`src/rtl/tracker_cfg_pkg.sv`:
```
`default_nettype none

package tracker_cfg_pkg;

  // Number of transaction tags that the freelist hands out
  localparam int num_entries = 8;

  // Allocation ports. Kept below half of num_entries so the two-deep
  // staging registers can never soak up every free tag at once
  localparam int num_alloc_ports = 2;

  // Width of a binary tag number
  localparam int tag_width = $clog2(num_entries);

  // The free count needs one extra code so that all-free fits
  localparam int count_width = $clog2(num_entries + 1);

  typedef logic [tag_width-1:0] tag_t;
  typedef logic [count_width-1:0] count_t;

  // One bit per tag, bit i stands for tag i
  typedef logic [num_entries-1:0] tag_vec_t;

endpackage

`default_nettype wire

```
`src/rtl/tracker_msg_pkg.sv`:
```
`default_nettype none

package tracker_msg_pkg;

  // Context word supplied by a requester when it takes a tag
  typedef struct packed {
    logic [15:0] data;
  } ctx_t;

  // A completion names only the tag that is being handed back
  typedef struct packed {
    tracker_cfg_pkg::tag_t tag;
  } cpl_req_t;

  // The completion response echoes the tag together with its stored context
  typedef struct packed {
    tracker_cfg_pkg::tag_t tag;
    ctx_t                  ctx;
  } cpl_rsp_t;

endpackage

`default_nettype wire

```
`src/rtl/first_free_picker.sv`:
```
`default_nettype none

module first_free_picker (
  input  tracker_cfg_pkg::tag_vec_t free_vec,
  output logic                      found,
  output tracker_cfg_pkg::tag_vec_t pick_onehot,
  output tracker_cfg_pkg::tag_t     pick_tag
);
  import tracker_cfg_pkg::*;

  // Lowest set bit wins, so tag 0 has the highest priority
  always_comb begin
    // Adding one to the inverse carries up to the first set bit, and the
    // AND keeps only that bit
    pick_onehot = free_vec & (~free_vec + tag_vec_t'(1));
    pick_tag = '0;
    for (int i = 0; i < num_entries; i++) begin
      // At most one bit survives above, so OR-ing the indices of the set
      // bits gives the binary tag directly
      if (pick_onehot[i]) begin
        pick_tag = pick_tag | tag_t'(i);
      end
    end
  end

  // Any free bit means the pick above is meaningful
  assign found = |free_vec;

endmodule

`default_nettype wire

```
`src/rtl/flow_stage_reg.sv`:
```
`default_nettype none

module flow_stage_reg #(
  parameter type payload_t = logic
) (
  input  logic     clk,
  input  logic     rst_n,
  input  logic     push_valid,
  output logic     push_ready,
  input  payload_t push_data,
  output logic     pop_valid,
  input  logic     pop_ready,
  output payload_t pop_data
);

  // Main register drives the pop side directly
  logic     main_valid_q;
  logic     main_valid_d;
  payload_t main_data_q;
  payload_t main_data_d;

  // Skid register catches the item that arrives while the main one stalls
  logic     skid_valid_q;
  logic     skid_valid_d;
  payload_t skid_data_q;
  payload_t skid_data_d;

  logic push_ready_q;
  logic push_fire;
  logic pop_fire;

  assign push_fire = push_valid & push_ready_q;
  assign pop_fire = main_valid_q & pop_ready;

  always_comb begin
    main_valid_d = main_valid_q;
    main_data_d = main_data_q;
    skid_valid_d = skid_valid_q;
    skid_data_d = skid_data_q;
    if (!main_valid_q || pop_fire) begin
      // Main slot frees up, the older skid item goes first to keep order
      if (skid_valid_q) begin
        main_valid_d = 1'b1;
        main_data_d = skid_data_q;
        skid_valid_d = 1'b0;
      end else begin
        main_valid_d = push_fire;
        if (push_fire) begin
          main_data_d = push_data;
        end
      end
    end else if (push_fire) begin
      // Main is stalled, park the new item in the skid slot
      skid_valid_d = 1'b1;
      skid_data_d = push_data;
    end
  end

  // Control flops clear on reset; push_ready stays low for the first cycle
  always_ff @(posedge clk) begin
    if (!rst_n) begin
      main_valid_q <= 1'b0;
      skid_valid_q <= 1'b0;
      push_ready_q <= 1'b0;
    end else begin
      main_valid_q <= main_valid_d;
      skid_valid_q <= skid_valid_d;
      // Ready to push as long as the skid slot will be empty
      push_ready_q <= !skid_valid_d;
    end
  end

  always_ff @(posedge clk) begin
    main_data_q <= main_data_d;
    skid_data_q <= skid_data_d;
  end

  assign push_ready = push_ready_q;
  assign pop_valid = main_valid_q;
  assign pop_data = main_data_q;

endmodule

`default_nettype wire

```
`src/rtl/tag_freelist.sv`:
```
`default_nettype none

module tag_freelist (
  input  logic                                                       clk,
  input  logic                                                       rst_n,
  output logic [tracker_cfg_pkg::num_alloc_ports-1:0]                alloc_valid,
  input  logic [tracker_cfg_pkg::num_alloc_ports-1:0]                alloc_ready,
  output tracker_cfg_pkg::tag_t [tracker_cfg_pkg::num_alloc_ports-1:0] alloc_tag,
  input  logic                                                       dealloc_valid,
  input  tracker_cfg_pkg::tag_t                                      dealloc_tag
);
  import tracker_cfg_pkg::*;

  // Free tags that are neither staged nor held by a requester
  tag_vec_t free_vec_q;
  tag_vec_t free_vec_d;
  tag_vec_t dealloc_onehot;
  // Free vector with every tag pushed this cycle removed
  tag_vec_t unpicked;
  logic [num_alloc_ports-1:0] push_fire;
  logic free_le;

  for (genvar i = 0; i < num_alloc_ports; i++) begin : g_port
    // Tags this port may pick from, after lower ports have taken theirs
    tag_vec_t avail_in;
    tag_vec_t avail_out;
    tag_vec_t pick_onehot;
    tag_t     pick_tag;
    logic     found;
    logic     push_ready;

    // Port 0 sees the whole free vector and each later port sees what is left
    if (i == 0) begin : g_head
      assign avail_in = free_vec_q;
    end else begin : g_chain
      assign avail_in = g_port[i-1].avail_out;
    end

    first_free_picker u_picker (
      .free_vec    (avail_in),
      .found       (found),
      .pick_onehot (pick_onehot),
      .pick_tag    (pick_tag)
    );

    // Valid may drop without a transfer when a lower port takes the last tag
    assign push_fire[i] = found & push_ready;

    // Only a tag that actually moves into staging is masked for later ports
    assign avail_out = push_fire[i] ? (avail_in & ~pick_onehot) : avail_in;

    // Two-deep staging so a tag is ready every cycle under steady demand
    flow_stage_reg #(
      .payload_t (tag_t)
    ) u_stage (
      .clk        (clk),
      .rst_n      (rst_n),
      .push_valid (found),
      .push_ready (push_ready),
      .push_data  (pick_tag),
      .pop_valid  (alloc_valid[i]),
      .pop_ready  (alloc_ready[i]),
      .pop_data   (alloc_tag[i])
    );
  end

  assign unpicked = g_port[num_alloc_ports-1].avail_out;

  // Returned tag goes straight back into the free vector
  assign dealloc_onehot = dealloc_valid ? (tag_vec_t'(1) << dealloc_tag) : '0;

  assign free_vec_d = unpicked | dealloc_onehot;

  // Vector only changes when something is staged or handed back
  assign free_le = (|push_fire) | dealloc_valid;

  always_ff @(posedge clk) begin
    if (!rst_n) begin
      // Every tag starts free
      free_vec_q <= '1;
    end else if (free_le) begin
      free_vec_q <= free_vec_d;
    end
  end

endmodule

`default_nettype wire

```
`src/rtl/free_count.sv`:
```
`default_nettype none

module free_count (
  input  logic                                        clk,
  input  logic                                        rst_n,
  input  logic [tracker_cfg_pkg::num_alloc_ports-1:0] alloc_fire,
  input  logic                                        dealloc_fire,
  output tracker_cfg_pkg::count_t                     count
);
  import tracker_cfg_pkg::*;

  // Number of allocation transfers in this cycle
  count_t alloc_total;

  always_comb begin
    alloc_total = '0;
    for (int i = 0; i < num_alloc_ports; i++) begin
      alloc_total = alloc_total + count_t'(alloc_fire[i]);
    end
  end

  // Staged tags still count as free, only requester-held tags are subtracted
  always_ff @(posedge clk) begin
    if (!rst_n) begin
      count <= count_t'(num_entries);
    end else begin
      count <= count + count_t'(dealloc_fire) - alloc_total;
    end
  end

endmodule

`default_nettype wire

```
`src/rtl/context_table.sv`:
```
`default_nettype none

module context_table (
  input  logic                                                         clk,
  input  logic                                                         rst_n,
  input  logic [tracker_cfg_pkg::num_alloc_ports-1:0]                  wr_en,
  input  tracker_cfg_pkg::tag_t [tracker_cfg_pkg::num_alloc_ports-1:0] wr_tag,
  input  tracker_msg_pkg::ctx_t [tracker_cfg_pkg::num_alloc_ports-1:0] wr_ctx,
  input  tracker_cfg_pkg::tag_t                                        rd_tag,
  output tracker_msg_pkg::ctx_t                                        rd_ctx
);
  import tracker_cfg_pkg::*;
  import tracker_msg_pkg::*;

  // One context word per tag
  ctx_t table_q [num_entries];

  always_ff @(posedge clk) begin
    if (!rst_n) begin
      for (int i = 0; i < num_entries; i++) begin
        table_q[i] <= '0;
      end
    end else begin
      // The freelist never gives one tag to two ports, so the writes
      // always land in different rows
      for (int p = 0; p < num_alloc_ports; p++) begin
        if (wr_en[p]) begin
          table_q[wr_tag[p]] <= wr_ctx[p];
        end
      end
    end
  end

  // Read is combinational so the response can be pushed in the request cycle
  assign rd_ctx = table_q[rd_tag];

endmodule

`default_nettype wire

```
`src/rtl/tag_tracker_top.sv`:
```
`default_nettype none

module tag_tracker_top (
  input  logic                                                         clk,
  input  logic                                                         rst_n,
  output logic [tracker_cfg_pkg::num_alloc_ports-1:0]                  alloc_valid,
  input  logic [tracker_cfg_pkg::num_alloc_ports-1:0]                  alloc_ready,
  output tracker_cfg_pkg::tag_t [tracker_cfg_pkg::num_alloc_ports-1:0] alloc_tag,
  input  tracker_msg_pkg::ctx_t [tracker_cfg_pkg::num_alloc_ports-1:0] alloc_ctx,
  input  logic                                                         cpl_req_valid,
  output logic                                                         cpl_req_ready,
  input  tracker_msg_pkg::cpl_req_t                                    cpl_req,
  output logic                                                         cpl_rsp_valid,
  input  logic                                                         cpl_rsp_ready,
  output tracker_msg_pkg::cpl_rsp_t                                    cpl_rsp,
  output tracker_cfg_pkg::count_t                                      free_count
);
  import tracker_cfg_pkg::*;
  import tracker_msg_pkg::*;

  logic [num_alloc_ports-1:0] alloc_fire;
  logic     cpl_fire;
  ctx_t     rd_ctx;
  cpl_rsp_t rsp_push;

  // A tag leaves staging and reaches the requester on this transfer
  assign alloc_fire = alloc_valid & alloc_ready;

  // Completion is taken only when the output stage has room
  assign cpl_fire = cpl_req_valid & cpl_req_ready;

  tag_freelist u_freelist (
    .clk           (clk),
    .rst_n         (rst_n),
    .alloc_valid   (alloc_valid),
    .alloc_ready   (alloc_ready),
    .alloc_tag     (alloc_tag),
    .dealloc_valid (cpl_fire),
    .dealloc_tag   (cpl_req.tag)
  );

  free_count u_free_count (
    .clk          (clk),
    .rst_n        (rst_n),
    .alloc_fire   (alloc_fire),
    .dealloc_fire (cpl_fire),
    .count        (free_count)
  );

  // Context is captured at the allocation transfer under the granted tag
  context_table u_ctx_table (
    .clk    (clk),
    .rst_n  (rst_n),
    .wr_en  (alloc_fire),
    .wr_tag (alloc_tag),
    .wr_ctx (alloc_ctx),
    .rd_tag (cpl_req.tag),
    .rd_ctx (rd_ctx)
  );

  // Response pairs the returned tag with the context it was issued with
  assign rsp_push = '{tag: cpl_req.tag, ctx: rd_ctx};

  // Output stage push_ready doubles as the completion request ready
  flow_stage_reg #(
    .payload_t (cpl_rsp_t)
  ) cpl_stage (
    .clk        (clk),
    .rst_n      (rst_n),
    .push_valid (cpl_req_valid),
    .push_ready (cpl_req_ready),
    .push_data  (rsp_push),
    .pop_valid  (cpl_rsp_valid),
    .pop_ready  (cpl_rsp_ready),
    .pop_data   (cpl_rsp)
  );

endmodule

`default_nettype wire

```
`config.mk`:
```
export PLATFORM = sky130hd
export DESIGN_NAME = tag_tracker_top
export DESIGN_NICKNAME = d
export VERILOG_FILES = /design/src/rtl/tracker_cfg_pkg.sv /design/src/rtl/tracker_msg_pkg.sv /design/src/rtl/first_free_picker.sv /design/src/rtl/flow_stage_reg.sv /design/src/rtl/tag_freelist.sv /design/src/rtl/free_count.sv /design/src/rtl/context_table.sv /design/src/rtl/tag_tracker_top.sv
export SDC_FILE = /design/constraint.sdc
export NUM_CORES = 1
export LEC_CHECK = 0
export ABC_CLOCK_PERIOD_IN_PS = 2200
export BUFFER_PORTS_ARGS = -buffer_cell sky130_fd_sc_hd__buf_2
export CAP_MARGIN = 20
export CORE_UTILIZATION = 54
export CTS_CLUSTER_SIZE = 20
export DETAILED_ROUTE_END_ITERATION = 16
export PLACE_DENSITY = 0.76
export SYNTH_ARGS = -nofsm -noshare
export SYNTH_HDL_FRONTEND = slang
export SYNTH_SLANG_ARGS = --single-unit
export TNS_END_PERCENT = 50
```
`constraint.sdc`:
```
create_clock -name clk -period 2.2 [get_ports clk]
set_input_delay 0 -clock clk [delete_from_list [all_inputs] [get_ports clk]]
set_output_delay 0 -clock clk [all_outputs]
set_load 0.1 [all_outputs]
```
=== After elaboration in Yosys (flattened, before gate mapping) ===
Memory sizes are Yosys's and may differ from the RTL's.
Cells that the tools add are included.

* Flip-flop bits (word level): 71
* Logic and storage cells: 114
* Memories kept: 1
* Bits in writable memories: 128
* Output and inout bits: 33

* Add/sub/neg operators: 5
* Reductions and logical operators: 23
* Bitwise logic cells: 20
* Mux-type cells: 45
* Shift operators: 1

{| class="wikitable"
|+ Memories
! memory !! depth !! width !! read ports !! clocked after memory_dff !! wr ports !! line !! RTL
|-
| u_ctx_table.table_q || 8 || 16 || 1 || 0 || 8 || context_table.sv:16 || <nowiki>ctx_t table_q [num_entries];</nowiki>
|}

{| class="wikitable"
|+ Operators with widths
! operator !! number
|-
| $mux W3 || 14
|-
| $mux W19 || 2
|-
| $and A8 B8 Y8 || 4
|-
| $mux W16 || 2
|-
| $not A8 Y8 || 4
|-
| $reduce_or A16 Y1 || 2
|-
| $mux W8 || 3
|-
| $mux W1 || 20
|-
| $add A8 B1 Y8 const B || 2
|-
| $reduce_or A8 Y1 || 2
|-
| $reduce_and A2 Y1 || 6
|-
| $mux W2 || 4
|-
| $or A8 B8 Y8 || 1
|-
| $shl A1 B3 Y8 const A || 1
|-
| $and A1 B1 Y1 || 6
|-
| $logic_not A1 Y1 || 6
|-
| $reduce_bool A2 Y1 || 3
|-
| $add A4 B1 Y4 || 1
|-
| $sub A4 B4 Y4 || 1
|-
| $logic_or A1 B1 Y1 || 3
|-
| $not A1 Y1 || 3
|-
| $add A1 B1 Y2 || 1
|-
| $and A2 B2 Y2 || 1
|-
| $reduce_or A2 Y1 || 1
|-
| $or A1 B1 Y1 || 1
|}

=== Depth between registers and ports, before layout ===
* Depth after elaboration: 18
* Gate-level depth with buffers: 9

=== By module ===
Synthesis repeated with hierarchy kept, for this count alone.

* Cell total of the unflattened synthesis: 775
* Area, all modules: 10749.1 um^2

{| class="wikitable"
|+ Modules (own cells, without submodules)
! module !! cells an instance !! area an instance (um^2) !! seq. area each (um^2) !! instances
|-
| context_table || 532 || 7444.6 || 3843.7 || 1
|-
| flow_stage_reg (cpl_stage) || 71 || 1575.3 || 1201.2 || 1
|-
| flow_stage_reg (u_freelist.g_port[0].u_stage ...) || 20 || 330.3 || 240.2 || 2
|-
| tag_freelist || 60 || 526.8 || 160.2 || 1
|-
| first_free_picker || 24 || 146.4 || 0.0 || 2
|-
| free_count || 21 || 230.2 || 80.1 || 1
|-
| tag_tracker_top || 3 || 18.8 || 0.0 || 1
|}

=== Worst setup path after synthesis ===
OpenSTA, ideal clock, no wires.

* Kind: register -> register
* Start: reg u_freelist.g_port[1].u_stage.main_data_q, in the netlist u_freelist.g_port[1].u_stage.pop_data[0]
* End: mem u_ctx_table.table_q[3][0] in the netlist's numbering, enable pin
* Data required time: 1824 ps
* Setup time: 376 ps
* Path buffers: 1
* Period minus slack after synthesis: 2798 ps
* Arrival time: 2422 ps
* Stages on the path, launching flop included: 5
* Setup slack: -598 ps
* Cell sequence: edfxtp_1 -> nand3_1 -> nor2_1 -> clkbuf_1 -> nand3b_1

{| class="wikitable"
|+ RTL lines
! element !! line !! RTL
|-
| start, declared || flow_stage_reg.sv:19 || <nowiki>payload_t main_data_q;</nowiki>
|-
| start signal, assigned || flow_stage_reg.sv:74 || <nowiki>main_data_q <= main_data_d;</nowiki>
|-
| end, declared || context_table.sv:16 ||
|}

=== Worst setup path in the final report ===
* Start: reg u_freelist.free_vec_q[0]
* End: reg u_freelist.g_port[1].u_stage.main_data_q, in the netlist u_freelist.g_port[1].u_stage.pop_data[0], enable pin

* Cells in the longest elaborated chain, start to end: 10

{| class="wikitable"
|+ Ends and longest elaborated chain
! element !! line !! RTL
|-
| start, declared || tag_freelist.sv:15 || <nowiki>tag_vec_t free_vec_q;</nowiki>
|-
| start signal, assigned || tag_freelist.sv:82 || <nowiki>free_vec_q <= free_vec_d;</nowiki>
|-
| $not A8 Y8 || first_free_picker.sv:15 || <nowiki>pick_onehot = free_vec & (~free_vec + tag_vec_t'(1));</nowiki>
|-
| $add A8 B1 Y8 || first_free_picker.sv:15 ||
|-
| $and A8 B8 Y8 || first_free_picker.sv:15 ||
|-
| $not A8 Y8 || tag_freelist.sv:50 || <nowiki>assign avail_out = push_fire[i] ? (avail_in & ~pick_onehot) : avail_in;</nowiki>
|-
| $and A8 B8 Y8 || tag_freelist.sv:50 ||
|-
| $mux W8 * || tag_freelist.sv:50 ||
|-
| $reduce_or A8 Y1 * || first_free_picker.sv:27 || <nowiki>assign found = |free_vec;</nowiki>
|-
| $and A1 B1 Y1 * || flow_stage_reg.sv:32 || <nowiki>assign push_fire = push_valid & push_ready_q;</nowiki>
|-
| $reduce_bool A2 Y1 (no line) * || -- ||
|-
| $reduce_and A2 Y1 (no line) * || -- ||
|}

Mark *: on every way between the ends. The rest lies on a longest branch, timed or not.
A chain may end at the register's enable or synchronous reset.

==> reports/qor.txt <==
Worst EP arrival: 2.30 ns
Ys Warns: 0
CP max FO: 8
HPWL Detailed: 15.59 mm
Netlist Area Pre-Place: 0.009555 mm2
Syn_nets: 715
Layout cells sized above 1: 0.3207
#FFs+latches synth: 199
Fin crit period: 2.099 ns
Sequential fraction of the synthesis area: 0.6034
Net Sw Frac: 0.2692
Hold path cells: 2
Gpl congestion: 0.9076
Outcome: completed
Layout area overhead: 18.78%
Power after layout: 9.043 mW
Combinational Power Share: 0.163
Count of cell types in the netlist: 60
DR iter-0 viols: 559
Critical path type: flip-flop to flip-flop
Max incr delay on CP: 0.58 ns
Final ANT Viol Nets: 0
Number of I/O port buffers: 73
Leak Pwr: 4.278 nW
H-tree depth: 4
Num rows: 48
First-pass GRT wire length: 36.33 mm
Vias/cell: 6.503
Endpoints failing setup: 0
Max_slew headroom: 0.5455
MaxCap Viol Count: 0
Num Clock Sinks: 199
Post-CTS Setup Bufs: 0
DRC viols: 0
Synthesized instance count: 667
Final net count: 825
Crit end category: flip-flop
Slowest stage cell, crit path: or4_4
Die span in y: 135.0 um
Clock tree buffer depth: 2
Via count: 6594
Type of origin of the critical path: flip-flop
Initial core utilization: 0.5524
Sequential power share: 0.488
Hold Path Class: input port to flip-flop
Vias in the first global route: 6476
Peak supply drop: 626.2 uV
Clk Latency, worst-skew pair: 0.44 ns
CTS Root Cell: clkbuf_16
Unrepaired setup endpoints after global routing: false
Post-synth EDFFs: 178
Clock Pin Slew Worst Setup and Hold Paths: 0.07 ns
DRT Pass-1 Iters: 5
Antenna diodes: 0
CTS tree: built
WL/cell: 23.41 um
Worst reg2reg path depth: 5
IO Pins: 74
Clk_skew: 0.01009 ns
Die area: 0.01823 mm2
Max Fclk: 0.4764 GHz
Synth Area per Inst: 14.33 um2
Largest net degree at the start of global routing: 37
Synth Flop Type: edfxtp_1
Initial antenna violation count: 0
Clock share of power: 0.348
Post-synth ARST share: 0
GRT overflow: 0
CP cell instances: or4_4 -> o41a_1 -> and3_4 -> a21o_1 -> o21ba_2
Chip width: 135.0 um
Final hold vios: 0
CTS buffer count: 17
Final worst path period share: 0.9541
Final WL: 23.74 mm
Commonest cells after routing, fill and taps aside: 178 x edfxtp_1, 128 x a22o_1, 73 x buf_2
Gr usage total: 0.2728
Slew Limit Fails: 0
Psw: 2.434 mW
Hold WS: 0.01075 ns
CP Data Required Time: 2.40 ns
PwrDens: 796.8 mW/mm2
Internal power: 6.609 mW
Commonest non-fill, non-tap cell in the layout: edfxtp_1
Core Area: 0.01730 mm2
Slew @ Worst Pin: 0.6817 ns
[registers in the layout (all words and copies together), names as in the netlist, 2 cells and up]
signal and count:
u_freelist.g_port.u_stage.skid_data_q 6, u_freelist.g_port.u_stage.push_ready 2, u_freelist.free_vec_q 8, cpl_stage.skid_data_q 19, cpl_stage.pop_data 19, u_free_count.count 4
u_freelist.g_port.u_stage.skid_valid_q 2, u_ctx_table.table_q 128, u_freelist.g_port.u_stage.pop_data 6, u_freelist.g_port.u_stage.pop_valid 2
[per-stage QoR]
step | worst slack [ns] | cell area [um2] | cells | setup TNS (ns) | util
floorplan | -0.5242 | 9590 | 667 | -74.46 | -
global placement | 0.1017 | 10370 | 947 | 0 | 0.5995
detailed placement | 0.07954 | 10370 | 947 | 0 | 0.5995
CTS | 0.04114 | 11320 | 1014 | 0 | 0.6542
global route | 0.02027 | 11350 | 1014 | 0 | 0.6562
finish | 0.1011 | 11350 | 1014 | 0 | 0.6562
[power by group through the flow]
stage                     registers [mW]  clock network, mW  logic (mW)
after detailed placement            4.50                  0        1.41
after floorplan                     4.91                  0       0.647
final                               4.42               3.15        1.48
after CTS                           4.42               3.16        1.47
after global placement              4.48                  0        1.37
after global routing                4.43               3.31        1.55
[kinds of logic after synthesis]
kind of cell,share of synthesized area
buffers and inverters,0.04020
AND/OR/NAND/NOR,0.05827
XOR/XNOR,0.002750
AO/OA/AOI/OAI,0.1621
flip-flops,0.6034
multiplexers,0.1202
adder cells (fa/ha/maj),0.01309
[area by class of cell]
type                    instances  area (um2)
fillers                      1194        5947
clock buffers                  20       436.7
inverters                      14       56.30
flip-flops and latches        199        5767
multi-input cells             377        3467
well taps                     225       281.5
repair buffers                168        1194
clock inverters                11       147.6
[synth_stat cells, drive strengths merged (3+ instances only)]
library cell | count | share of area
nand3 | 7 | 0.0037
nand2 | 21 | 0.0082
a21boi | 4 | 0.0031
mux4 | 32 | 0.075
dfxtp | 21 | 0.044
o21ai | 13 | 0.0068
clkbuf | 35 | 0.014
buf | 42 | 0.021
or3 | 3 | 0.0020
nor2 | 29 | 0.011
maj3 | 3 | 0.0031
a21o | 4 | 0.0031
edfxtp | 178 | 0.56
a31oi | 3 | 0.0020
o221ai | 3 | 0.0028
and3 | 3 | 0.0025
nand2b | 4 | 0.0026
nor3b | 3 | 0.0024
ha | 6 | 0.0079
o31ai | 4 | 0.0031
inv | 13 | 0.0051
nor3 | 3 | 0.0026
mux2 | 38 | 0.045
a21oi | 9 | 0.0047
and2 | 7 | 0.0046
nor2b | 8 | 0.0052
a22o | 129 | 0.12
o21a | 3 | 0.0024
o311ai | 3 | 0.0028
nand3b | 10 | 0.0079
[per-layer routing]
layer  routed length (um)  global-route usage  vias up
met4                  435             0.09800        0
met2                11710              0.4430      375
met5                    0                   0        -
met1                 9361              0.3588     3296
li1                     -                   -     2885
met3                 2233             0.06607       38
[critical path: cells and delay by family (launching register included)]
kind | cells | cell delay, ns
simple gates | 2 | 0.78
compound gates | 3 | 0.76
flops | 1 | 0.32
[path summary, 6_finish.rpt]
kind	from	endpoint	slack, ns
worst min register to register	u_freelist.g_port[0].u_stage.skid_data_q[0]$_DFFE_PP_	u_freelist.g_port[0].u_stage.pop_data[0]$_DFFE_PP_	0.53
worst max register to register	u_freelist.free_vec_q[0]$_SDFFE_PN1P_	u_freelist.g_port[1].u_stage.pop_data[0]$_DFFE_PP_	0.10
worst max-delay path	u_freelist.free_vec_q[0]$_SDFFE_PN1P_	u_freelist.g_port[1].u_stage.pop_data[0]$_DFFE_PP_	0.10
worst min-delay path	alloc_ctx[17]	u_ctx_table.table_q[3][1]$_DFFE_PP_	0.01
[what timing repair did]
item | CTS | global route
endpoints found under the setup margin | 4 | 6
hold buffers | 36 | 0
pin swaps | 0 | 1
hold endpoints to repair | 124 | 0
gates resized for setup | 1 | 9
Note: power is estimated with default switching activity, not from simulation.
